$ cat src/soc_defs.svh
`ifndef SOC_DEFS_SVH
`define SOC_DEFS_SVH

//**********************************************************
// Memory map
//**********************************************************
`define DMEM_LO     16'h0000
`define DMEM_HI     16'h07FF
`define IO_LO       16'h1000
`define IO_HI       16'h10FF
`define VMEM_LO     16'h2000
`define VMEM_HI     16'h2960

//**********************************************************
// I/O register offsets
//**********************************************************
`define IO_PINS     8'h00
`define IO_CTRL     8'h01
`define IO_TOP      8'h02
`define IO_MATCH0   8'h03
`define IO_MATCH1   8'h04
`define IO_FLAGS    8'h05       // Read only
`define IO_COUNT    8'h06       // Read only, live count

//**********************************************************
// Raster timing in clocks and lines
//**********************************************************
`define H_ACTIVE    16
`define H_FRONT     2
`define H_SYNC      4
`define H_BACK      2
`define H_TOTAL     (`H_ACTIVE + `H_FRONT + `H_SYNC + `H_BACK)

`define V_ACTIVE    12
`define V_FRONT     1
`define V_SYNC      2
`define V_BACK      1
`define V_TOTAL     (`V_ACTIVE + `V_FRONT + `V_SYNC + `V_BACK)

`endif
$ cat src/socPkg.sv
`default_nettype none

// Vector types shared across the SoC core and its testbench
package socPkg;

    // Bus address as seen on the external data port
    typedef logic [15:0] addrT;

    // Data byte on the bus and inside every memory
    typedef logic [7:0] byteT;

    // Read region code
    // 0 data RAM, 1 I/O, 2 video, 3 unmapped
    typedef logic [1:0] regionT;

    // One pixel as R, G, B bits
    typedef logic [2:0] pixT;

endpackage

`default_nettype wire

$ cat src/addrDecode.sv
`default_nettype none

`include "soc_defs.svh"

module addrDecode (
    input  wire socPkg::addrT  addr,
    input  wire                clk,
    input  wire                rstN,
    input  wire                wrEn,
    input  wire                rdEn,
    input  wire socPkg::byteT  dmemRData,
    input  wire socPkg::byteT  ioRData,
    input  wire socPkg::byteT  vmemRData,
    output logic               dmemWrEn,
    output logic               dmemRdEn,
    output logic               ioWrEn,
    output logic               ioRdEn,
    output logic               vmemWrEn,
    output logic               vmemRdEn,
    output socPkg::byteT       rData
);

    localparam socPkg::regionT REGION_DMEM = 2'd0;
    localparam socPkg::regionT REGION_IO   = 2'd1;
    localparam socPkg::regionT REGION_VMEM = 2'd2;
    localparam socPkg::regionT REGION_NONE = 2'd3;

    logic inDmem;
    logic inIo;
    logic inVmem;
    socPkg::regionT regionD;
    socPkg::regionT regionQ;        // Region of the last read

    function automatic logic inRange(socPkg::addrT a, socPkg::addrT lo, socPkg::addrT hi);
        return (a >= lo) && (a <= hi);
    endfunction

    //**********************************************************
    // Range decode
    //**********************************************************
    always_comb begin
        inDmem = inRange(addr, `DMEM_LO, `DMEM_HI);
        inIo   = inRange(addr, `IO_LO, `IO_HI);
        inVmem = inRange(addr, `VMEM_LO, `VMEM_HI);
        if (inDmem) regionD = REGION_DMEM;
        else if (inIo) regionD = REGION_IO;
        else if (inVmem) regionD = REGION_VMEM;
        else regionD = REGION_NONE;
    end

    assign dmemWrEn = wrEn & inDmem;
    assign dmemRdEn = rdEn & inDmem;
    assign ioWrEn   = wrEn & inIo;
    assign ioRdEn   = rdEn & inIo;
    assign vmemWrEn = wrEn & inVmem;
    assign vmemRdEn = rdEn & inVmem;

    // Region follows the read so rData lines up with the peripheral's registered output
    always_ff @(posedge clk) begin
        if (!rstN) regionQ <= REGION_NONE;
        else if (rdEn) regionQ <= regionD;
    end

    always_comb begin
        case (regionQ)
            REGION_DMEM: rData = dmemRData;
            REGION_IO:   rData = ioRData;
            REGION_VMEM: rData = vmemRData;
            default:     rData = '0;        // Unmapped reads return 0
        endcase
    end

    // Only one peripheral may see an access per cycle
    assert property (@(posedge clk) disable iff (!rstN)
        $onehot0({dmemWrEn, dmemRdEn, ioWrEn, ioRdEn, vmemWrEn, vmemRdEn}));

endmodule

`default_nettype wire

$ cat config.mk
export PLATFORM = sky130hd
export DESIGN_NAME = addrDecode
export DESIGN_NICKNAME = d
export VERILOG_FILES = /design/src/socPkg.sv /design/src/addrDecode.sv
export VERILOG_INCLUDE_DIRS = /design/src /design/src/src
export SDC_FILE = /design/constraint.sdc
export NUM_CORES = 1
export LEC_CHECK = 0
export BUFFER_PORTS_ARGS = -buffer_cell sky130_fd_sc_hd__buf_2
export CAP_MARGIN = 20
export CORE_AREA = 4 4 41 43
export DETAILED_ROUTE_END_ITERATION = 8
export DIE_AREA = 0 0 45 47
export PLACE_DENSITY = 0.8
export SYNTH_ARGS = -nofsm -noshare
export SYNTH_HDL_FRONTEND = slang
export SYNTH_SLANG_ARGS = --single-unit
$ cat constraint.sdc
create_clock -name clk -period 1.4 [get_ports clk]
set_input_delay 0.07 -clock clk [delete_from_list [all_inputs] [get_ports clk]]
set_output_delay 0.07 -clock clk [all_outputs]
set_load 0.02 [all_outputs]
After elaboration in Yosys (flattened, before gate mapping)
Index checks and enable logic that the tools add are counted.

word-level totals
  output and inout bits = 14
  input port bits = 44
  ROM bits = 0
  bits in writable memories = 0
  bits in latches = 0
  memories = 0
  word-level logic and storage cells = 23
  bits in registers = 2

cells by class
  add/subtract/negate cells = 0
  multipliers = 0
  reductions and logical operators = 4
  shift-type cells = 0
  bitwise logic cells = 6
  multiplexer cells = 4
  $lt $le $gt $ge = 6
  equal/unequal tests = 2
  divide/modulo/power cells = 0

operator list
  operator                                                                  number
  8-bit one-hot mux with 3 select lines                                     1
  16-bit by 1-bit >= comparator with 1-bit output (second input constant)   1
  16-bit by 13-bit >= comparator with 1-bit output (second input constant)  1
  16-bit by 14-bit >= comparator with 1-bit output (second input constant)  1
  16-bit by 11-bit <= comparator with 1-bit output (second input constant)  1
  16-bit by 13-bit <= comparator with 1-bit output (second input constant)  1
  16-bit by 14-bit <= comparator with 1-bit output (second input constant)  1
  1-bit AND                                                                 6
  2-bit 2-to-1 mux                                                          2
  1-bit logical AND                                                         3
  2-bit by 1-bit == test with 1-bit output (second input constant)          1
  2-bit == test (second input constant)                                     1
  2-bit zero test                                                           1
  1-bit 2-to-1 mux                                                          1

Longest topological paths before layout
Gate-level depths: netlist of run 1.

  depth in word-level cells = 5
  depth in mapped cells = 5
  gate-level depth less buffers = 4

Least setup slack after synthesis of run 1
Ideal clock, no wire load.

  kind = reg2out
  start = register regionQ[1]
  end = output port rData[0]
  cell stages (with the launch flop) = 4
  setup slack = 240 ps
  arrival time = 1090 ps
  cells stage by stage = dfxtp_1 -> buf_2 -> mux2i_1 -> o21ai_0

on the way
  cells in the longest elaborated chain, start to end = 2

RTL lines
  item                                       RTL line          source
  start, declared                            addrDecode.sv:32  socPkg::regionT regionQ;
  start signal, assigned                     addrDecode.sv:61  else if (rdEn) regionQ <= regionD;
  2-bit == test (tied with other cells)      addrDecode.sv:65  case (regionQ)
  8-bit one-hot mux with 3 select lines (*)  addrDecode.sv:65
  end, declared                              addrDecode.sv:20  output socPkg::byteT rData

Mark *: on every way between the ends. The rest lies on a longest branch, timed or not.

Worst setup path after layout of run 1
Ends and elaborated chain as after synthesis.

==> impl_metrics.tcl, run 1 <==
set metrics [dict create \
    syn-num-nets 100 \
    diodes 0 \
    synth.yosys.seq_area_share_pct 10.4 \
    clkPwrFrac_pct 35.2 \
    switching_share_pct 31.6 \
    fmax_mhz 807 \
    yosysMostFrequentCell "nand2_1" \
    synth_cell_types 23 \
    detail-route-antenna-nets 0 \
    synthSimpleGateAreaFrac_pct 40.9 \
    largest_reg_flops 2 \
    synth_compound_area_share_pct 23.4 \
    initial_core_util_pct 29.6 \
    drv_cap 0 \
    top_regs "regionQ (2)" \
    die_x_um 45 \
    grt_setup_unrepaired "no" \
    die_area_um2 2120 \
    peakVddDrop_uv 213 \
    max-clock-path-buffers 2 \
    grt_max_degree 10 \
    drive_gt1_share_pct 58.1 \
    antenna_found_initial 0 \
    dp_hpwl_mm 1.34 \
    synth_top_area_cell "mux2i_1" \
    max_slew_margin_pct 80.1 \
    synth.area.top_cells "mux2i_1 21%, nand2_1 11%, dfxtp_1 10%" \
    synth_seq_cells 2 \
    syn_area_um2 385 \
    tightest_slew_ns 0.296 \
    synth_warnings 0 \
    die-height_um 47 \
    slew_viol_final 0 \
    async_flop_share_pct 0 \
    num_vias 635 \
    regMostFlops "regionQ" \
    grt_pass1_vias 628 \
    finalClockSkew_ns 0 \
    synth-edff-count 0 \
    cts_tree "done" \
    synth.top_cell.area_share_pct 20.8 \
    synthTopCellsByCount "11 x nand2_1, 8 x mux2i_1, 8 x o21ai_0, 6 x and2_1" \
    min_period_ns 1.24 \
    max_stage_delay_ns 0.36 \
    status "finished clean" \
    cts_sinks 2 \
    totalWireLength_mm 1.51 \
    synthMuxAreaShare_pct 20.8 \
    avgSynthCellArea_um2 6.88 \
    p_int_mw 0.244 \
    setup_viol 0 \
    comb_power_share_pct 47.0 \
    p_leak_nw 0.459 \
    p_switching_mw 0.113 \
    grt_pass1_wl_mm 2.30 \
    drcViolationCount 0 \
    crit_chain "buf_4 -> mux2i_1 -> o21ai_0 -> buf_2" \
    power_per_cell_area_nw_per_um2 489 \
    cts_max_level 1 \
    synthAdderAreaFrac_pct 0 \
    core_area_um2 1300 \
    critPathLaunchType "flip-flop" \
    fin_tns_setup_ns 0 \
    cp_max_fo 5 \
    finalCritPeriodShare_pct 88.5 \
    synth_xor_area_share_pct 0 \
    crit_family "flip-flops" \
    areaGrowthSynthToFinish_pct 89.3 \
    netlist_instances 56 \
    worstPathRequired_ns 1.33 \
    final-hold-violation-count 0 \
    viasPerCell 4.81 \
    clk-insertion-delay-late_ns 0.22 \
    gr-total-overflow 0 \
    drtIter0Drc 7 \
    row_count 13 \
    ys.flop_type "dfxtp_1" \
    cts_made_buffers 3 \
    clk_pin_slew_ns 0.03 \
    track_usage_pct 14.7 \
    seqPwrFrac_pct 17.9 \
    path_buf_inv 2 \
    nets 163 \
    cts-root-buf "clkbuf_4" \
    ioPinCount 58 \
    drt_pass1_iterations 4 \
    io_buffer_count 57 \
    synth_top_family_by_area "simple AND/OR/NAND/NOR gates" \
    critPathKind "flip-flop to output port" \
    cp_slowest_cell "dfxtp_2" \
    crit_path_end_kind "output port" \
    wl_per_cell_um 11.4 \
    postLayoutCoreUtil_pct 56.1 \
    hold_buffers 0 \
    gp_congestion 0.643 \
    worstPathArrival_ns 1.17 \
    holdCritPathClass "input pin to flip-flop" \
]
==> layer usage <==
metal  track usage (%)  share of wire (%)  vias to the layer above  wire length [um]
li1                  -                  -                      327                 -
met1              12.7                 32                      275               486
met2              32.5                 57                       33               857
met3             0.383                 11                        0               161
met4              8.77                  0                        0                 0
met5                 0                  0                        -                 0
==> power groups by stage <==
stage / Sequential (mW) / Combinational [mW] / Clock [mW]
6_report: 0.0638 / 0.168 / 0.126
3_3_place_gp: 0.0642 / 0.164 / 0
5_1_grt: 0.0648 / 0.185 / 0.142
2_1_floorplan: 0.0617 / 0.0771 / 0
4_1_cts: 0.0635 / 0.170 / 0.131
3_5_place_dp: 0.0642 / 0.169 / 0
==> logic make-up after synthesis <==
group,Yosys count
and+or+nand+nor,28
AOI/OAI and AO/OA,14
muxes,8
buffers and inverters,4
DFF,2
==> final timing paths <==
| kind | start | endpoint | slack (ns) | cells past startpoint |
|---|---|---|---|---|
| max | regionQ[1] | rData[0] | 0.16 | 4 |
| min | rstN | regionQ[0] | 0.05 | 2 |
| max reg2reg | regionQ[0] | regionQ[0] | 0.68 | 3 |
| min reg2reg | regionQ[1] | regionQ[1] | 0.54 | 2 |
==> layout make-up <==
type | instances | area (um^2)
clock buffers | 3 | 22.5
fillers | 144 | 572
inverters | 1 | 3.75
multi-input cells | 50 | 328
flip-flops and latches | 2 | 41.3
well taps | 15 | 18.8
repair buffers | 61 | 315
==> worst register-to-register path, cell delays in order (launching register included) <==
cell	delay (ns)
dfxtp_1	0.29
buf_4	0.15
nand2_1	0.07
o311ai_1	0.08
==> cells in the final DEF (no fill, tap or decap) <==
master    Yosys  layout
nand4_1       1       1
nor2b_1       1       1
and2_1        6       6
nor4_1        2       2
dfxtp_1       2       1
and3_4        1       1
nor2_1        2       2
o21a_1        1       1
buf_2         2      57
dfxtp_2       0       1
inv_1         1       1
clkbuf_4      0       3
a21oi_2       1       1
nand2_1      11      11
a21o_1        1       1
nor3_1        1       1
and4bb_2      1       1
and4b_1       1       1
buf_4         0       4
o311ai_0      1       1
a211o_1       1       1
o311ai_1      1       1
o21ai_0       8       8
and2b_1       1       1
mux2i_1       8       8
==> timing repair <==
action / in CTS / in global routing
buffers inserted: 0 / 0
endpoints found under the setup margin: 0 / 4
gates resized for setup: 0 / 1
==> through the flow <==
stage	cell area (um^2)	worst slack (ns)	total power, mW	hold slack (ns)	std cells
6_report	729	0.161	0.357	0.0457	132
5_1_grt	729	0.000424	0.391	0.0510	132
4_1_cts	728	0.0769	0.365	0.0386	132
3_5_place_dp	706	0.204	0.233	0.267	129
3_3_place_gp	706	0.232	0.228	0.271	129
2_1_floorplan	385	0.240	0.139	0.148	56
Power figures use the tool's default switching activity.
==> run 2: changes to the inputs <==
CELL_PAD_IN_SITES_DETAIL_PLACEMENT = 0   (was unset)
CELL_PAD_IN_SITES_GLOBAL_PLACEMENT = 2   (was unset)
CORE_AREA = unset   (was 4 4 41 43)
CORE_ASPECT_RATIO = 0.7   (was unset)
CORE_MARGIN = 4   (was unset)
CORE_UTILIZATION = 12   (was unset)
DIE_AREA = unset   (was 0 0 45 47)
PLACE_DENSITY = unset   (was 0.8)
PLACE_DENSITY_LB_ADDON = 0.1   (was unset)
clock period = 1.5 ns   (was 1.4 ns; I/O delays follow)
==> run 2 against run 1 <==
- total power is 18% higher
- register-to-register slack hardly changed
- die area is 98% higher
- non-clock buffer count is 2 lower
- setup slack better by 0.063 ns
- cell count is 14% higher
- hold slack better by 0.027 ns
- global-route usage is 7.1 points lower
- critical path type unchanged
- sequential cell count stayed put
- cell area is 4.3% higher
==> impl_metrics.tcl, run 2 (synthesis gave the netlist of run 1 again) <==
set metrics [dict create \
    grt_pass1_vias 609 \
    areaGrowthSynthToFinish_pct 97.4 \
    regMostFlops "regionQ" \
    gp_congestion 0.625 \
    die_area_um2 4200 \
    crit_family "buffers and inverters" \
    drcViolationCount 0 \
    placed_area_um2 717 \
    cp_max_fo 9 \
    nets 161 \
    mostFrequentLayoutCells "57 x buf_2, 11 x nand2_1, 8 x mux2i_1, 8 x o21ai_0, 6 x and2_1" \
    diodes 0 \
    grt_setup_unrepaired "no" \
    cp_slowest_cell "dfxtp_1" \
    die-height_um 55.4 \
    min_period_ns 1.28 \
    top_regs "regionQ (2)" \
    finalCritPeriodShare_pct 85.1 \
    p_int_mw 0.306 \
    core_area_um2 2920 \
    drtIter0Drc 17 \
    worstPathRequired_ns 1.42 \
    fillers 344 \
    setup_viol 0 \
    detail-route-antenna-nets 0 \
    clk-insertion-delay-late_ns 0.21 \
    grt_pass1_wl_mm 2.57 \
    critPathKind "flip-flop to output port" \
    p_leak_nw 0.459 \
    viasPerCell 4.05 \
    totalWireLength_mm 1.62 \
    critPathLaunchType "flip-flop" \
    holdCritPathClass "input pin to flip-flop" \
    gr-total-overflow 0 \
    drive_gt1_share_pct 57.4 \
    dpl_worst_slack_ns 0.241 \
    worstPathArrival_ns 1.20 \
    slew_viol_final 0 \
    final_common_cell "buf_2" \
    num_vias 612 \
    io_buffer_count 57 \
    switching_share_pct 27.6 \
    cts_tree "done" \
    antenna_found_initial 0 \
    fin_tns_setup_ns 0 \
    max_stage_delay_ns 0.34 \
    initial_core_util_pct 13.2 \
    cts-root-buf "clkbuf_8" \
    tightest_slew_ns 0.335 \
    cts_max_level 1 \
    crit_path_end_kind "output port" \
    wl_per_cell_um 10.7 \
    largest_reg_flops 2 \
    comb_power_share_pct 36.5 \
    cts_sinks 2 \
    track_usage_pct 7.68 \
    seqPwrFrac_pct 13.8 \
    fmax_mhz 784 \
    hold_buffers 0 \
    multi_input_area_um2 330 \
    r2r_cells 3 \
    peakVddDrop_uv 272 \
    finalClockSkew_ns 0 \
    max_slew_margin_pct 77.5 \
    row_count 16 \
    cp.depth 4 \
    die_x_um 75.7 \
    ioPinCount 58 \
    status "finished clean" \
    final-hold-violation-count 0 \
    setup_ws_ns 0.224 \
    crit_chain "buf_4 -> mux2i_1 -> o21ai_0 -> buf_2" \
    p_switching_mw 0.117 \
    max-clock-path-buffers 2 \
    dp_hpwl_mm 1.42 \
    path_buf_inv 2 \
    drv_cap 0 \
    finish.instance_area_um2 761 \
    clk_pin_slew_ns 0.03 \
    clkPwrFrac_pct 49.8 \
    cts_setup_buffers 0 \
    power_per_cell_area_nw_per_um2 556 \
    holdPathStages 2 \
    drt_pass1_iterations 4 \
    grt_max_degree 10 \
    register_area_um2 40.0 \
    cts_made_buffers 3 \
]
run 2: power by group through the flow:
| stage | Clock [mW] | Combinational (mW) | Sequential, mW |
|---|---|---|---|
| after floorplan | 0 | 0.0720 | 0.0576 |
| after global placement | 0 | 0.159 | 0.0586 |
| after detailed placement | 0 | 0.156 | 0.0586 |
| after CTS | 0.218 | 0.157 | 0.0580 |
| after global routing | 0.226 | 0.172 | 0.0587 |
| final | 0.210 | 0.154 | 0.0583 |
run 2: per-stage QoR:
step           hold WS (ns)  instances  power [mW]  utilization, %
2_1_floorplan         0.153         56       0.130               -
3_3_place_gp          0.290        148       0.217            24.5
3_5_place_dp          0.278        148       0.215            24.5
4_1_cts              0.0713        151       0.433            25.9
5_1_grt              0.0707        151       0.456            26.0
6_report             0.0731        151       0.423            26.0
run 2: cell type report:
cell class | instances | area share (%)
clock buffers | 3 | 5.43
inverters | 1 | 0.493
multi-input cells | 50 | 43.4
flip-flops and latches | 2 | 5.26
well taps | 36 | 5.92
repair buffers | 59 | 39.5
run 2: path summary, 6_finish.rpt:
path                    from          to  slack [ns]
setup / recovery  regionQ[1]    rData[5]        0.22
hold / removal          rstN  regionQ[0]        0.07
setup reg to reg  regionQ[1]  regionQ[1]        0.68
hold reg to reg   regionQ[0]  regionQ[0]        0.62
run 2: layer usage:
layer,up-vias,track usage [%],share of wire [%]
li1,322,-,-
met1,266,9.53,44
met2,24,12.2,45
met3,0,4.53,11
met4,0,0,0
met5,-,0,0
run 2: timing repair:
| item | in CTS | in global routing |
|---|---|---|
| endpoints found under the hold margin | 0 | 0 |
| setup endpoints to repair | 0 | 8 |
| gates resized for setup | 0 | 1 |
==> run 3: changes to the inputs <==
CORE_UTILIZATION = 10   (was 12)
clock period = 1.1 ns   (was 1.5 ns; I/O delays follow)
==> run 3 against run 2 <==
- the run now ends with setup timing left
- first-iteration DRC count decreased by 82%
- core utilization increased by 2.1 points
- clock-buffer cell count unchanged
- combinational power increased by 86%
- clock skew unchanged
- routed wire length increased by 13%
==> impl_metrics.tcl, run 3 (synthesis gave the netlist of run 1 again) <==
set metrics [dict create \
    drv_cap 0 \
    die_area_um2 4930 \
    crit_family "flip-flops" \
    fillers 393 \
    critPathKind "flip-flop to output port" \
    violations "setup timing" \
    cts_max_level 1 \
    finish.instance_area_um2 1010 \
    track_usage_pct 7.07 \
    clk-insertion-delay-late_ns 0.21 \
    drcViolationCount 0 \
    worstPathArrival_ns 1.12 \
    top_regs "regionQ (2)" \
    die-height_um 59.9 \
    initial_core_util_pct 10.7 \
    detail-route-antenna-nets 0 \
    worstPathRequired_ns 1.04 \
    regMostFlops "regionQ" \
    gr-total-overflow 0 \
    holdCritPathClass "input pin to flip-flop" \
    finalCritPeriodShare_pct 107 \
    nets 170 \
    num_vias 659 \
    startpoint "regionQ[1]" \
    drt_pass1_iterations 2 \
    cts_tree "done" \
    status "finished, violations left" \
    finalClockSkew_ns 0 \
    r2r_start "regionQ[1]" \
    crit_path_end_kind "output port" \
    register_area_um2 45.0 \
    setup_viol 10 \
    postLayoutCoreUtil_pct 28.1 \
    areaGrowthSynthToFinish_pct 163 \
    critPathLaunchType "flip-flop" \
    peakVddDrop_uv 224 \
    r2r_cells 3 \
    ioPinCount 58 \
    cp_max_fo 6 \
    cts-root-buf "clkbuf_8" \
    clk_pin_slew_ns 0.03 \
    final_common_cell "buf_2" \
    viasPerCell 3.79 \
    min_period_ns 1.17 \
    hold_buffers 0 \
    core_area_um2 3600 \
    totalWireLength_mm 1.83 \
    power_per_cell_area_nw_per_um2 640 \
    tightest_slew_ns 0.304 \
    antenna_found_initial 0 \
    grt_max_degree 10 \
    setup_ws_ns -0.0722 \
    io_buffer_count 57 \
    row_count 18 \
    wl_per_cell_um 10.5 \
    multi_input_area_um2 385 \
    crit_chain "buf_12 -> mux2i_1 -> o21ai_1 -> buf_4" \
    largest_reg_flops 2 \
    grt_pass1_vias 659 \
    cp.depth 4 \
    drive_gt1_share_pct 67.7 \
    max-clock-path-buffers 2 \
    max_slew_margin_pct 79.5 \
    diodes 0 \
    dp_hpwl_mm 1.51 \
    final-hold-violation-count 0 \
    placed_area_um2 785 \
    cts_made_buffers 3 \
    cp_slowest_cell "dfxtp_4" \
    hold_start "rstN" \
    grt_setup_unrepaired "yes" \
    drtIter0Drc 3 \
    fmax_mhz 853 \
    grt_pass1_wl_mm 2.70 \
    path_buf_inv 2 \
    p_leak_nw 0.548 \
    slew_viol_final 0 \
    gp_congestion 0.664 \
    cts_sinks 2 \
    holdPathStages 2 \
    mostFrequentLayoutCells "40 x buf_2, 14 x buf_6, 13 x buf_4" \
    die_x_um 82.2 \
    max_stage_delay_ns 0.37 \
]
[run 3: per-layer routing]
| metal | GRT usage (%) | vias up | share of wire [%] |
|---|---|---|---|
| met5 | 0 | - | 0 |
| met4 | 3.55 | 0 | 0 |
| met3 | 1.51 | 0 | 6.4 |
| met2 | 11.9 | 21 | 51 |
| met1 | 8.50 | 298 | 42 |
| li1 | - | 340 | - |
[run 3: timing repair]
| action | in CTS | in global routing |
|---|---|---|
| pin swaps | 8 | 10 |
| setup endpoints to repair | 14 | 14 |
| setup buffers | 2 | 2 |
| resized for setup | 22 | 19 |
[run 3: worst register-to-register path, stage by stage, from the launching register on]
cell and delay [ns]:
dfxtp_4 0.35, buf_4 0.15, nand2_1 0.05, o311ai_0 0.12
[run 3: worst paths after layout]
kind	slack, ns	endpoint
setup / recovery	-0.07	rData[3]
hold / removal	0.06	regionQ[0]
setup reg to reg	0.28	regionQ[1]
hold reg to reg	0.67	regionQ[0]
[run 3: through the flow]
step / hold WS [ns] / cells / power (mW) / setup slack [ns] / TNS (ns)
2_1_floorplan: 0.133 / 56 / 0.181 / 0.0352 / 0
3_3_place_gp: 0.261 / 167 / 0.320 / -0.258 / -0.804
3_5_place_dp: 0.265 / 167 / 0.318 / -0.189 / -0.680
4_1_cts: 0.0520 / 172 / 0.638 / -0.0843 / -0.763
5_1_grt: 0.0560 / 174 / 0.696 / -0.136 / -1.13
6_report: 0.0571 / 174 / 0.649 / -0.0722 / -0.626
[run 3: final cells by class]
cell class	count	area share, %
Sequential cell	2	4.44
Multi-Input combinational cell	50	38.0
Clock buffer	3	4.07
Timing Repair Buffer	68	46.9
Tap cell	50	6.17
Inverter	1	0.370
[run 3: power breakdown]
group | internal, mW | switching [mW] | total, mW
sequential | 0.0767 | 0.00478 | 0.0815
combinational | 0.164 | 0.122 | 0.286
clock | 0.231 | 0.0508 | 0.282
total | 0.471 | 0.177 | 0.649
