===== config.mk =====
export PLATFORM = sky130hd
export DESIGN_NAME = ioBlock
export DESIGN_NICKNAME = d
export VERILOG_FILES = /design/src/socPkg.sv /design/src/ioBlock.sv
export VERILOG_INCLUDE_DIRS = /design/src /design/src/src
export SDC_FILE = /design/constraint.sdc
export NUM_CORES = 1
export LEC_CHECK = 0
export BUFFER_PORTS_ARGS = -buffer_cell sky130_fd_sc_hd__buf_2
export CORE_MARGIN = 2
export CORE_UTILIZATION = 55
export DETAILED_ROUTE_END_ITERATION = 8
export PLACE_DENSITY = 0.77
export REMOVE_ABC_BUFFERS = 1
export SYNTH_ARGS = -nofsm -noshare
export SYNTH_HDL_FRONTEND = slang
export SYNTH_SLANG_ARGS = --single-unit

===== constraint.sdc =====
create_clock -name clk -period 2.3 [get_ports clk]
set_input_delay 0.115 -clock clk [delete_from_list [all_inputs] [get_ports clk]]
set_output_delay 0.115 -clock clk [all_outputs]
set_load 0.03 [all_outputs]

===== src/soc_defs.svh =====
`ifndef SOC_DEFS_SVH
`define SOC_DEFS_SVH

//**********************************************************
// Memory map
//**********************************************************
`define DMEM_LO     16'h0000
`define DMEM_HI     16'h07FF
`define IO_LO       16'h1000
`define IO_HI       16'h10FF
`define VMEM_LO     16'h2000
`define VMEM_HI     16'h2960

//**********************************************************
// I/O register offsets
//**********************************************************
`define IO_PINS     8'h00
`define IO_CTRL     8'h01
`define IO_TOP      8'h02
`define IO_MATCH0   8'h03
`define IO_MATCH1   8'h04
`define IO_FLAGS    8'h05       // Read only
`define IO_COUNT    8'h06       // Read only, live count

//**********************************************************
// Raster timing in clocks and lines
//**********************************************************
`define H_ACTIVE    16
`define H_FRONT     2
`define H_SYNC      4
`define H_BACK      2
`define H_TOTAL     (`H_ACTIVE + `H_FRONT + `H_SYNC + `H_BACK)

`define V_ACTIVE    12
`define V_FRONT     1
`define V_SYNC      2
`define V_BACK      1
`define V_TOTAL     (`V_ACTIVE + `V_FRONT + `V_SYNC + `V_BACK)

`endif

===== src/socPkg.sv =====
`default_nettype none

// Vector types shared across the SoC core and its testbench
package socPkg;

    // Bus address as seen on the external data port
    typedef logic [15:0] addrT;

    // Data byte on the bus and inside every memory
    typedef logic [7:0] byteT;

    // Read region code
    // 0 data RAM, 1 I/O, 2 video, 3 unmapped
    typedef logic [1:0] regionT;

    // One pixel as R, G, B bits
    typedef logic [2:0] pixT;

endpackage

`default_nettype wire


===== src/ioBlock.sv =====
`default_nettype none

`include "soc_defs.svh"

module ioBlock (
    input  wire                clk,
    input  wire                rstN,
    input  wire [7:0]          addr,
    input  wire socPkg::byteT  wData,
    input  wire                wrEn,
    input  wire                rdEn,
    output socPkg::byteT       rData,
    output socPkg::byteT       ioPins,
    output logic               topFlag,
    output logic               match0Flag,
    output logic               match1Flag,
    input  wire                topClr,
    input  wire                match0Clr,
    input  wire                match1Clr
);

    socPkg::byteT ctrlQ;
    socPkg::byteT topQ;
    socPkg::byteT match0Q;
    socPkg::byteT match1Q;
    socPkg::byteT countQ;

    logic running;
    logic topEvt;
    logic match0Evt;
    logic match1Evt;

    //**********************************************************
    // Register writes
    //**********************************************************
    always_ff @(posedge clk) begin
        if (!rstN) begin
            ioPins  <= '0;
            ctrlQ   <= '0;              // Timer stopped
            topQ    <= '0;
            match0Q <= '0;
            match1Q <= '0;
        end else if (wrEn) begin
            case (addr)
                `IO_PINS:   ioPins  <= wData;
                `IO_CTRL:   ctrlQ   <= wData;
                `IO_TOP:    topQ    <= wData;
                `IO_MATCH0: match0Q <= wData;
                `IO_MATCH1: match1Q <= wData;
                default: ;                  // FLAGS and COUNT are read only
            endcase
        end
    end

    //**********************************************************
    // Timer
    //**********************************************************
    assign running   = ctrlQ[0];
    assign topEvt    = running && (countQ == topQ);
    assign match0Evt = running && (countQ == match0Q);
    assign match1Evt = running && (countQ == match1Q);

    always_ff @(posedge clk) begin
        if (!rstN) begin
            countQ <= '0;
        end else if (running) begin
            countQ <= topEvt ? '0 : countQ + 1'b1;      // Wrap at TOP
        end
    end

    // Sticky flags, set wins over clear
    always_ff @(posedge clk) begin
        if (!rstN) begin
            topFlag    <= 1'b0;
            match0Flag <= 1'b0;
            match1Flag <= 1'b0;
        end else begin
            topFlag    <= topEvt | (topFlag & ~topClr);
            match0Flag <= match0Evt | (match0Flag & ~match0Clr);
            match1Flag <= match1Evt | (match1Flag & ~match1Clr);
        end
    end

    // Readback
    always_ff @(posedge clk) begin
        if (rdEn) begin
            case (addr)
                `IO_PINS:   rData <= ioPins;
                `IO_CTRL:   rData <= ctrlQ;
                `IO_TOP:    rData <= topQ;
                `IO_MATCH0: rData <= match0Q;
                `IO_MATCH1: rData <= match1Q;
                `IO_FLAGS:  rData <= {5'b0, match1Flag, match0Flag, topFlag};
                `IO_COUNT:  rData <= countQ;
                default:    rData <= '0;
            endcase
        end
    end

    // A clear without a fresh event leaves the flag low next cycle
    property clrTakes(logic clr, logic evt, logic flag);
        @(posedge clk) disable iff (!rstN) clr && !evt |=> !flag;
    endproperty

    assert property (clrTakes(topClr, topEvt, topFlag));
    assert property (clrTakes(match0Clr, match0Evt, match0Flag));
    assert property (clrTakes(match1Clr, match1Evt, match1Flag));

endmodule

`default_nettype wire


; Yosys cells after proc, flatten, opt, wreduce, memory -nomap -nowiden
; Cells that the tools add are included.
[classes]
add_sub_neg = 1
mul = 0
n_div = 0
magnitude_cmp = 0
n_eq_ne = 9
shift = 0
n_mux = 2
n_bitwise = 9
reduce_logical = 9
[ops]
columns = cell, n
row1 = 8-bit case mux with 7 select lines, 1
row2 = "8-bit by 3-bit equality test with 1-bit output, second input constant", 3
row3 = 8-bit equality test, 3
row4 = "8-bit by 2-bit equality test with 1-bit output, second input constant", 2
row5 = 2-bit AND reduction, 5
row6 = "8-bit by 1-bit adder with 8-bit output, second input constant", 1
row7 = "8-bit by 1-bit equality test with 1-bit output, second input constant", 1
row8 = 8-bit zero test, 1
row9 = 8-bit two-way mux, 1
row10 = 1-bit bitwise AND, 3
row11 = 1-bit logical AND, 3
row12 = 1-bit NOT, 3
row13 = 1-bit bitwise OR, 3
[word_totals]
reg_bits = 59
latchBits = 0
mem_bits_rw = 0
mem_bits_ro = 0
in_bits = 23
wordCells = 40
mem_count = 0

; Longest topological paths before layout
; Gate-level depths: netlist of the first run.
[depth]
word_depth = 3
mapped_depth = 6
mapped_depth_nobuf = 5

; Worst setup path before layout of the first run
; Ideal clock, no wire load.
[synth_timing]
path_kind = flip-flop to flip-flop
from = register countQ[4]
to = register countQ[0]
setup_ns = 0.151
t_arrival_ns = 1.661
slack_ns = 0.488
stages_incl_launch_ff = 6
cell_sequence = dfxtp_1 -> clkbuf_1 -> xnor2_1 -> nand3_1 -> o41ai_1 -> nor2_1
[synth_via]
elab_chain_cells = 3
[synth_rtl]
columns = item, line
row1 = start: declaration, ioBlock.sv:26  ; socPkg::byteT countQ;
row2 = start signal: assignment, ioBlock.sv:67  ; countQ <= topEvt ? '0 : countQ + 1'b1;
row3 = 8-bit equality test, ioBlock.sv:59  ; assign topEvt = running && (countQ == topQ);
row4 = 1-bit logical AND, ioBlock.sv:59
row5 = 8-bit two-way mux, ioBlock.sv:67
; No other way between the ends.
; A chain may end at the register's enable or synchronous reset.

; Final worst setup path of the first run
[layout_timing]
from = input addr[5]
to = register ctrlQ[4]
[layout_via]
elab_chain_cells = 2
[layout_rtl]
columns = item, line
row1 = start: declaration, ioBlock.sv:8  ; input wire [7:0] addr,
row2 = 8-bit by 1-bit equality test with 1-bit output, ioBlock.sv:44  ; case (addr)
row3 = 2-bit AND reduction (no source line), n/a
row4 = end signal: assignment, ioBlock.sv:46  ; `IO_CTRL: ctrlQ <= wData;
row5 = end: declaration, ioBlock.sv:22  ; socPkg::byteT ctrlQ;
; No other way between the ends.

==> impl_metrics.py, run 1 <==
metrics = {
    "finish": {
        "fin_cells": 418,
        "areaGrowthSynthToFinish_pct": 15.7,
        "n_antenna_cell": 0,
        "nNetsFinal": 367,
        "seq_area_um2": 1260,
        "fin_util_pct": 66.9,
        "multiInputGateArea_um2": 1610,
        "drive_gt1_share_pct": 22.1,
        "fill_cells": 404,
    },
    "global_route": {
        "grt_pass1_vias": 2362,
        "grt_pass1_wl_mm": 11.6,
        "grt-ovfl-total": 0,
        "grt_max_degree": 46,
        "track_usage_pct": 24.8,
        "grt_antenna_before_repair": 0,
    },
    "place": {
        "place.port_buffers": 41,
        "gp_congestion": 0.903,
        "dp_hpwl_mm": 4.98,
        "place_inst": 402,
    },
    "logic_synthesis": {
        "ys_ff_latch": 59,
        "yosys_warnings": 0,
        "ys_seq_area_share_pct": 42.2,
        "syn_area_um2": 2990,
        "yosysMostFrequentCell": "dfxtp_1",
        "ys_types": 45,
        "synth_top_area_share_pct": 34.2,
        "synth_edf_count": 8,
        "synth_async_sr_flop_share_pct": 0,
        "avgSynthCellArea_um2": 9.70,
        "netlist_instances": 308,
        "synthTopCellsByCount": "dfxtp_1 (51), nand2_1 (49), mux2i_1 (47)",
        "synth_top_flop_cell": "dfxtp_1",
        "synth_area_leaders": "dfxtp_1 (34%), mux2i_1 (16%), edfxtp_1 (8.0%)",
        "yosys.area.top_type": "dfxtp_1",
    },
    "timing": {
        "setup_viol": 0,
        "fin_crit_sh_pct": 72.2,
        "hold_viol": 0,
        "slew_headroom_pct": 50.1,
        "worst_pin_slew_ns": 0.748,
        "rsz0062_at_grt": "false",
        "setup_tns_ns": 0,
        "min_period_ns": 1.66,
        "max_freq_mhz": 602,
        "slew_violations": 0,
        "fin_skew_ns": 0.00957,
    },
    "cts": {
        "cts_setup_buffers": 0,
        "h-tree-depth": 3,
        "cts_resized": 0,
        "clk_pin_slew_ns": 0.07,
        "cts_root_buf": "clkbuf_8",
        "cts_tree": "yes",
        "clkSinkCount": 59,
        "hold_buffers": 0,
        "clk_latency_ns": 0.34,
        "cts_inserted_buffers": 9,
        "cts_buffer_depth": 2,
    },
    "power": {
        "p_per_area_nw_per_um2": 646,
        "seq_power_share_pct": 47.1,
        "p_int_mw": 1.75,
        "power_frac_comb_pct": 5.3,
        "vdd.ir_drop.worst_mv": 0.694,
        "p_sw_mw": 0.481,
        "power_leakage_nw": 1.35,
        "switching_share_pct": 21.6,
        "clkPwrFrac_pct": 47.6,
    },
    "setup_path": {
        "critPathLaunchType": "input pin",
        "crit_path_max_fanout": 7,
        "critPathKind": "input pin to register",
        "required_ns": 2.56,
        "cp-end-kind": "register",
        "worstPathArrival_ns": 1.92,
    },
    "detailed_routing": {
        "ant_nets": 0,
        "dr.pass1.iters": 4,
        "first_iter_violations": 175,
        "wl_per_cell_um": 16.7,
        "vias_per_cell": 5.61,
        "routed_wl_mm": 6.97,
        "vias": 2345,
        "drc": 0,
    },
    "floorplanning": {
        "die_area_um2": 6040,
        "start_util_pct": 57.8,
        "rows": 26,
        "die_h_um": 77.7,
        "dieWidth_um": 77.7,
        "placeableCoreArea_um2": 5170,
        "io_pins": 42,
    },
    "job": {
        "drv_cap": 0,
    },
    "min_path": {
        "worstHoldPathType": "input pin to register",
    },
    "outcome": {
        "outcome": "complete, no violations",
    },
}
sequential cells by signal, summed over array words and instances (netlist names), 8 cells and up:
register / cells
countQ: 8
ctrlQ: 8
ioPins: 8
match0Q: 8
match1Q: 8
rData: 8
topQ: 8
power by group through the flow:
stage	combinational, mW	sequential (mW)	clock (mW)
after floorplan	0.0344	1.09	0
after global placement	0.116	1.07	0
after detailed placement	0.116	1.07	0
after CTS	0.117	1.05	1.08
after global routing	0.128	1.05	1.12
final	0.117	1.05	1.06
per-layer routing:
layer,vias to the layer above,share of wire [%],GRT usage (%)
met5,-,0,0
met4,0,2.8,14.1
met3,18,6.1,4.53
met2,85,46,39.3
met1,1108,45,31.8
li1,1134,-,-
through the flow:
step | hold slack (ns) | worst slack, ns | total power [mW] | instance area [µm²]
global route | 0.0411 | 0.548 | 2.30 | 3460
floorplan | 0.227 | 0.185 | 1.12 | 2880
CTS | 0.0333 | 0.655 | 2.25 | 3460
detailed placement | 0.394 | 0.345 | 1.19 | 3230
finish | 0.0500 | 0.640 | 2.23 | 3460
global placement | 0.386 | 0.393 | 1.19 | 3230
worst max-delay path: stages:
cell	delay [ns]
buf_2	0.10
or4_4	0.56
or3_1	0.34
nor4b_2	0.33
buf_4	0.26
mux2i_1	0.21
cell type report:
| type | count | share of cell area, % |
|---|---|---|
| clock buffers | 11 | 4.38 |
| well taps | 70 | 2.53 |
| clock inverters | 5 | 2.17 |
| flip-flops and latches | 59 | 36.5 |
| repair buffers | 49 | 7.67 |
| multi-input cells | 223 | 46.7 |
| inverters | 1 | 0.109 |
cell usage in the layout (no fill, tap or decap), types with 3 or more instances in the layout:
| cell | instances |
|---|---|
| buf_2 | 41 |
| and3_1 | 3 |
| clkinv_2 | 3 |
| mux4_2 | 3 |
| clkbuf_8 | 11 |
| dfxtp_1 | 51 |
| o21ai_0 | 4 |
| nand2_1 | 49 |
| nor2b_1 | 12 |
| nand4_1 | 6 |
| a22oi_1 | 5 |
| nand2b_1 | 3 |
| a21oi_1 | 4 |
| nand3_1 | 3 |
| nor3_1 | 6 |
| buf_4 | 8 |
| nor4_1 | 3 |
| xnor2_1 | 17 |
| mux2_2 | 4 |
| edfxtp_1 | 8 |
| mux2i_1 | 47 |
| xor2_1 | 14 |
| nor2_1 | 13 |
cell families after synthesis:
logic type | count (synthesis) | synth area share [%]
compound gates | 27 | 6.36
xor+xnor | 31 | 9.08
fa+ha+maj | 1 | 0.419
buf+inv | 26 | 3.81
flops | 59 | 42.2
mux | 54 | 19.5
simple gates | 110 | 18.6
final timing paths:
kind / cells after the start / end / slack, ns / start
worst max-delay path: 6 / ctrlQ[4] / 0.64 / addr[5]
worst min-delay path: 3 / match0Flag / 0.05 / match0Clr
worst max register to register: 5 / countQ[4] / 0.67 / countQ[3]
worst min register to register: 2 / ctrlQ[7] / 0.46 / ctrlQ[7]
(Power assumes the default switching activity.)
==> inputs of run 2 (changes only) <==
==> constraint.sdc (replaced) <==
create_clock -name clk -period 1.7 [get_ports clk]
set_input_delay 0.085 -clock clk [delete_from_list [all_inputs] [get_ports clk]]
set_output_delay 0.085 -clock clk [all_outputs]
set_load 0.03 [all_outputs]
==> run 2 against run 1 <==
- total power up 18%
- die area stayed put
- critical path depth down 2
- non-clock buffer count is 14 higher
- final area is 2.4% higher
- via count rose by 2.9%
- clock skew about the same
- sequential share of layout area shrank 0.83 points
- largest power group is now registers
- largest cell class unchanged
==> impl_metrics.py, run 2 (synthesized netlist as in run 1, its figures left out) <==
metrics = {
    "min_path": {
        "hold_end": "match1Flag",
        "worstHoldStart": "match1Clr",
        "worstHoldPathType": "input pin to register",
        "hold_depth": 3,
    },
    "timing": {
        "min_period_ns": 1.53,
        "setup_viol": 0,
        "hold_viol": 0,
        "slew_headroom_pct": 70.6,
        "worst_pin_slew_ns": 0.437,
        "setup_tns_ns": 0,
        "fin_crit_sh_pct": 90.2,
        "slew_violations": 0,
        "rsz0062_at_grt": "false",
        "fin_skew_ns": 0.00997,
        "max_freq_mhz": 652,
        "worst_slack_ns": 0.167,
    },
    "setup_path": {
        "crit_path_max_fanout": 7,
        "worst_path_max_delay_cell": "dfxtp_1",
        "cp-end-kind": "register",
        "worstPathArrival_ns": 1.79,
        "critPathKind": "register to register",
        "worst_path_largest_cell_delay_ns": 0.56,
        "reg2reg_from": "countQ[5]",
        "critPathLaunchType": "register",
        "required_ns": 1.96,
        "r2r_end": "match1Flag",
        "reg2reg_depth": 4,
        "regToRegSetupSlack_ns": 0.17,
        "path_cells": "xor2_1 -> nor4_1 -> nand4_1 -> o21ai_0",
    },
    "place": {
        "dp_hpwl_mm": 5.28,
        "dp_slack_ns": -0.117,
        "placed_cell_area_um2": 3390,
        "place.port_buffers": 41,
        "gp_congestion": 0.914,
    },
    "global_route": {
        "grt_antenna_before_repair": 0,
        "grt_pass1_wl_mm": 11.5,
        "track_usage_pct": 25.3,
        "grt-ovfl-total": 0,
        "grt_max_degree": 22,
        "grt_pass1_vias": 2319,
    },
    "power": {
        "p_per_area_nw_per_um2": 743,
        "power_mw": 2.63,
        "vdd.ir_drop.worst_mv": 0.523,
        "power_leakage_nw": 1.39,
    },
    "floorplanning": {
        "io_pins": 42,
        "placeableCoreArea_um2": 5170,
        "die_h_um": 77.7,
        "dieWidth_um": 77.7,
        "rows": 26,
        "start_util_pct": 57.8,
        "die_area_um2": 6040,
    },
    "finish": {
        "fin_area_um2": 3540,
        "drive_gt1_share_pct": 23.8,
        "areaGrowthSynthToFinish_pct": 18.5,
        "mostFrequentLayoutCell": "dfxtp_1",
        "n_antenna_cell": 0,
        "most-common-layout-cells": "dfxtp_1 (50), nand2_1 (49), mux2i_1 (47), buf_2 (41), buf_4 (18)",
        "fill_cells": 432,
        "fin_util_pct": 68.5,
        "nNetsFinal": 381,
    },
    "detailed_routing": {
        "vias_per_cell": 5.60,
        "vias": 2414,
        "drc": 0,
        "ant_nets": 0,
        "first_iter_violations": 166,
        "wl_per_cell_um": 16.6,
        "dr.pass1.iters": 4,
        "routed_wl_mm": 7.16,
    },
    "cts": {
        "clk_pin_slew_ns": 0.06,
        "h-tree-depth": 3,
        "cts_root_buf": "clkbuf_8",
        "cts_setup_buffers": 0,
        "cts_inserted_buffers": 9,
        "clkSinkCount": 59,
        "hold_buffers": 0,
        "cts_resized": 0,
        "cts_tree": "yes",
        "cts_buffer_depth": 2,
        "clk_latency_ns": 0.34,
    },
    "outcome": {
        "outcome": "complete, no violations",
    },
    "job": {
        "drv_cap": 0,
    },
}
run 2: final cells by class:
cell class,count,area [µm²],area share (%)
Multi-Input combinational cell,223,1620,45.8
Sequential cell,59,1260,35.6
Timing Repair Buffer,63,420,11.9
Clock buffer,15,146,4.13
Tap cell,70,87.6,2.47
Inverter,1,3.75,0.106
run 2: critical path: cells and delay by family (launching register included):
kind	cells	cell delay, ns
compound gates	1	0.17
xor+xnor	1	0.12
flops	1	0.56
simple gates	2	0.61
run 2: metal layers:
metal	global-route usage, %	wire (µm)
met1	32.9	3180
met2	39.2	3360
met5	0	0
met4	10.4	172
met3	7.67	454
run 2: worst max-delay path by stage:
stage            endpoint       from  depth (start not counted)
2_1_floorplan    ctrlQ[0]    addr[5]                          4
3_3_place_gp     rData[6]    addr[5]                          6
3_5_place_dp     rData[6]    addr[5]                          6
4_1_cts         countQ[6]  countQ[3]                          5
5_1_grt         countQ[3]  countQ[7]                          5
6_report       match1Flag  countQ[5]                          4
run 2: power breakdown:
group	switching (mW)	internal, mW
registers	0.00255	1.42
clock network	0.509	0.525
logic	0.111	0.0639
run 2: per-stage QoR:
stage               hold WS [ns]  cells
floorplan                  0.197    283
global placement           0.356    416
detailed placement         0.370    416
CTS                       0.0198    431
global route              0.0251    431
finish                    0.0292    431
==> inputs of run 3 (changes only) <==
--- a/config.mk
+++ b/config.mk
@@ -6,7 +6,7 @@
 export SDC_FILE = /design/constraint.sdc
 export NUM_CORES = 1
 export LEC_CHECK = 0
-export BUFFER_PORTS_ARGS = -buffer_cell sky130_fd_sc_hd__buf_2
+export BUFFER_PORTS_ARGS = -buffer_cell sky130_fd_sc_hd__buf_4
 export CORE_MARGIN = 2
 export CORE_UTILIZATION = 55
 export DETAILED_ROUTE_END_ITERATION = 8
==> run 3 against run 2 <==
- clock skew fell by 0.0027 ns
- maximum frequency fell by 2.6%
- sequential cell count did not move
- core utilization rose by 1.1 points
- combinational power rose by 5%
- final area rose by 1.7%
- global-route usage rose by 0.28 points
- setup slack got worse by 0.041 ns
- sequential share of layout area fell by 0.58 points
- largest cell class unchanged
==> impl_metrics.py, run 3 (synthesized netlist as in run 1, its figures left out) <==
metrics = {
    "detailed_routing": {
        "first_iter_violations": 307,
        "drc": 0,
        "dr.pass1.iters": 4,
        "wl_per_cell_um": 16.9,
        "ant_nets": 0,
        "routed_wl_mm": 7.20,
        "vias_per_cell": 5.56,
        "vias": 2373,
    },
    "power": {
        "p_int_mw": 2.01,
        "vdd.ir_drop.worst_mv": 0.597,
        "seq_power_share_pct": 53.6,
        "p_sw_mw": 0.646,
        "power_frac_comb_pct": 6.8,
        "clkPwrFrac_pct": 39.5,
        "p_per_area_nw_per_um2": 737,
        "power_leakage_nw": 1.39,
        "switching_share_pct": 24.3,
        "power_mw": 2.65,
    },
    "timing": {
        "rsz0062_at_grt": "false",
        "fin_skew_ns": 0.00727,
        "hold-worst-slack_ns": 0.0207,
        "slew_headroom_pct": 65.5,
        "worst_pin_slew_ns": 0.518,
        "slew_violations": 0,
        "max_freq_mhz": 635,
        "hold_viol": 0,
        "setup_viol": 0,
        "min_period_ns": 1.57,
        "fin_crit_sh_pct": 92.6,
    },
    "global_route": {
        "grt_antenna_before_repair": 0,
        "track_usage_pct": 25.6,
        "grt-ovfl-total": 0,
        "grt_pass1_vias": 2360,
        "grt_max_degree": 55,
        "grt_pass1_wl_mm": 11.8,
    },
    "cts": {
        "cts_inserted_buffers": 9,
        "cts_setup_buffers": 0,
        "h-tree-depth": 3,
        "clkSinkCount": 59,
        "cts_buffer_depth": 2,
        "clk_pin_slew_ns": 0.06,
        "cts_root_buf": "clkbuf_8",
        "clk_latency_ns": 0.34,
        "cts_tree": "yes",
    },
    "floorplanning": {
        "dieWidth_um": 77.7,
        "start_util_pct": 57.8,
        "rows": 26,
        "die_area_um2": 6040,
        "io_pins": 42,
        "placeableCoreArea_um2": 5170,
        "die_h_um": 77.7,
    },
    "place": {
        "gp_congestion": 0.917,
        "place.port_buffers": 41,
        "place_inst": 411,
        "dp_hpwl_mm": 5.15,
        "placed_cell_area_um2": 3440,
    },
    "finish": {
        "most-common-layout-cells": "buf_4 (55), dfxtp_1 (50), nand2_1 (49), mux2i_1 (47), xnor2_1 (17)",
        "fin_cells": 427,
        "nNetsFinal": 376,
        "fill_cells": 398,
        "n_antenna_cell": 0,
        "drive_gt1_share_pct": 23.2,
        "areaGrowthSynthToFinish_pct": 20.5,
        "fin_area_um2": 3600,
        "mostFrequentLayoutCell": "buf_4",
    },
    "setup_path": {
        "cp-end-kind": "register",
        "worstPathArrival_ns": 1.80,
        "worst_path_max_delay_cell": "dfxtp_1",
        "worst_path_largest_cell_delay_ns": 0.46,
        "critPathKind": "register to register",
        "critPathLaunchType": "register",
        "path_cells": "xnor2_1 -> nand3_1 -> o41ai_2 -> buf_4 -> nor2_1",
        "crit_path_max_fanout": 7,
        "crit_family": "flip-flops",
        "timing.critical_path.buf_inv": 1,
        "required_ns": 1.93,
    },
    "min_path": {
        "worstHoldPathType": "input pin to register",
    },
    "outcome": {
        "outcome": "complete, no violations",
    },
    "job": {
        "drv_cap": 0,
    },
}
## run 3: cell count changes in the layout (fill, tap and decap cells not counted), sizes merged
cell / change
buf: -5
clkbuf: -3
clkinv: +4
## run 3: timing repair
item	CTS	global route
resized for setup	0	2
setup endpoints to repair	0	7
hold buffers	0	0
## run 3: area by class of cell
type / instances / area (µm²) / share of cell area, %
Tap cell: 70 / 87.6 / 2.43
Clock inverter: 4 / 17.5 / 0.486
Multi-Input combinational cell: 223 / 1620 / 45.0
Timing Repair Buffer: 58 / 473 / 13.1
Clock buffer: 12 / 135 / 3.75
Sequential cell: 59 / 1260 / 35.1
Inverter: 1 / 3.75 / 0.104
## run 3: final timing paths
| check | slack, ns | start | to | cells past startpoint |
|---|---|---|---|---|
| setup reg to reg | 0.13 | countQ[7] | countQ[2] | 5 |
| hold / removal | 0.02 | wData[2] | match1Q[2] | 3 |
| hold reg to reg | 0.46 | ctrlQ[4] | ctrlQ[4] | 2 |
| setup / recovery | 0.13 | countQ[7] | countQ[2] | 5 |
## run 3: power by group through the flow
stage	Combinational, mW	Clock (mW)	Sequential, mW
after global placement	0.176	0	1.45
after global routing	0.194	1.13	1.42
after detailed placement	0.179	0	1.45
after floorplan	0.0465	0	1.47
after CTS	0.179	1.07	1.42
final	0.182	1.05	1.42
## run 3: metrics by stage
step,setup TNS (ns),setup WS [ns],util (%)
after floorplan,-3.08,-0.385,-
after global placement,-0.978,-0.120,66.5
after global routing,0,0.0490,69.6
after detailed placement,-1.11,-0.146,66.5
after CTS,0,0.111,69.4
final,0,0.126,69.6
## run 3: layer usage
| metal | GRT usage [%] | up-vias | routed length [µm] |
|---|---|---|---|
| li1 | - | 1160 | - |
| met1 | 33.2 | 1102 | 3270 |
| met2 | 39.7 | 95 | 3280 |
| met3 | 6.98 | 16 | 463 |
| met4 | 11.8 | 0 | 181 |
| met5 | 0 | - | 0 |
## run 3: tightest hold or removal path: stages
cell	delay (ns)
buf_4	0.08
mux2i_1	0.06
nor2b_1	0.09
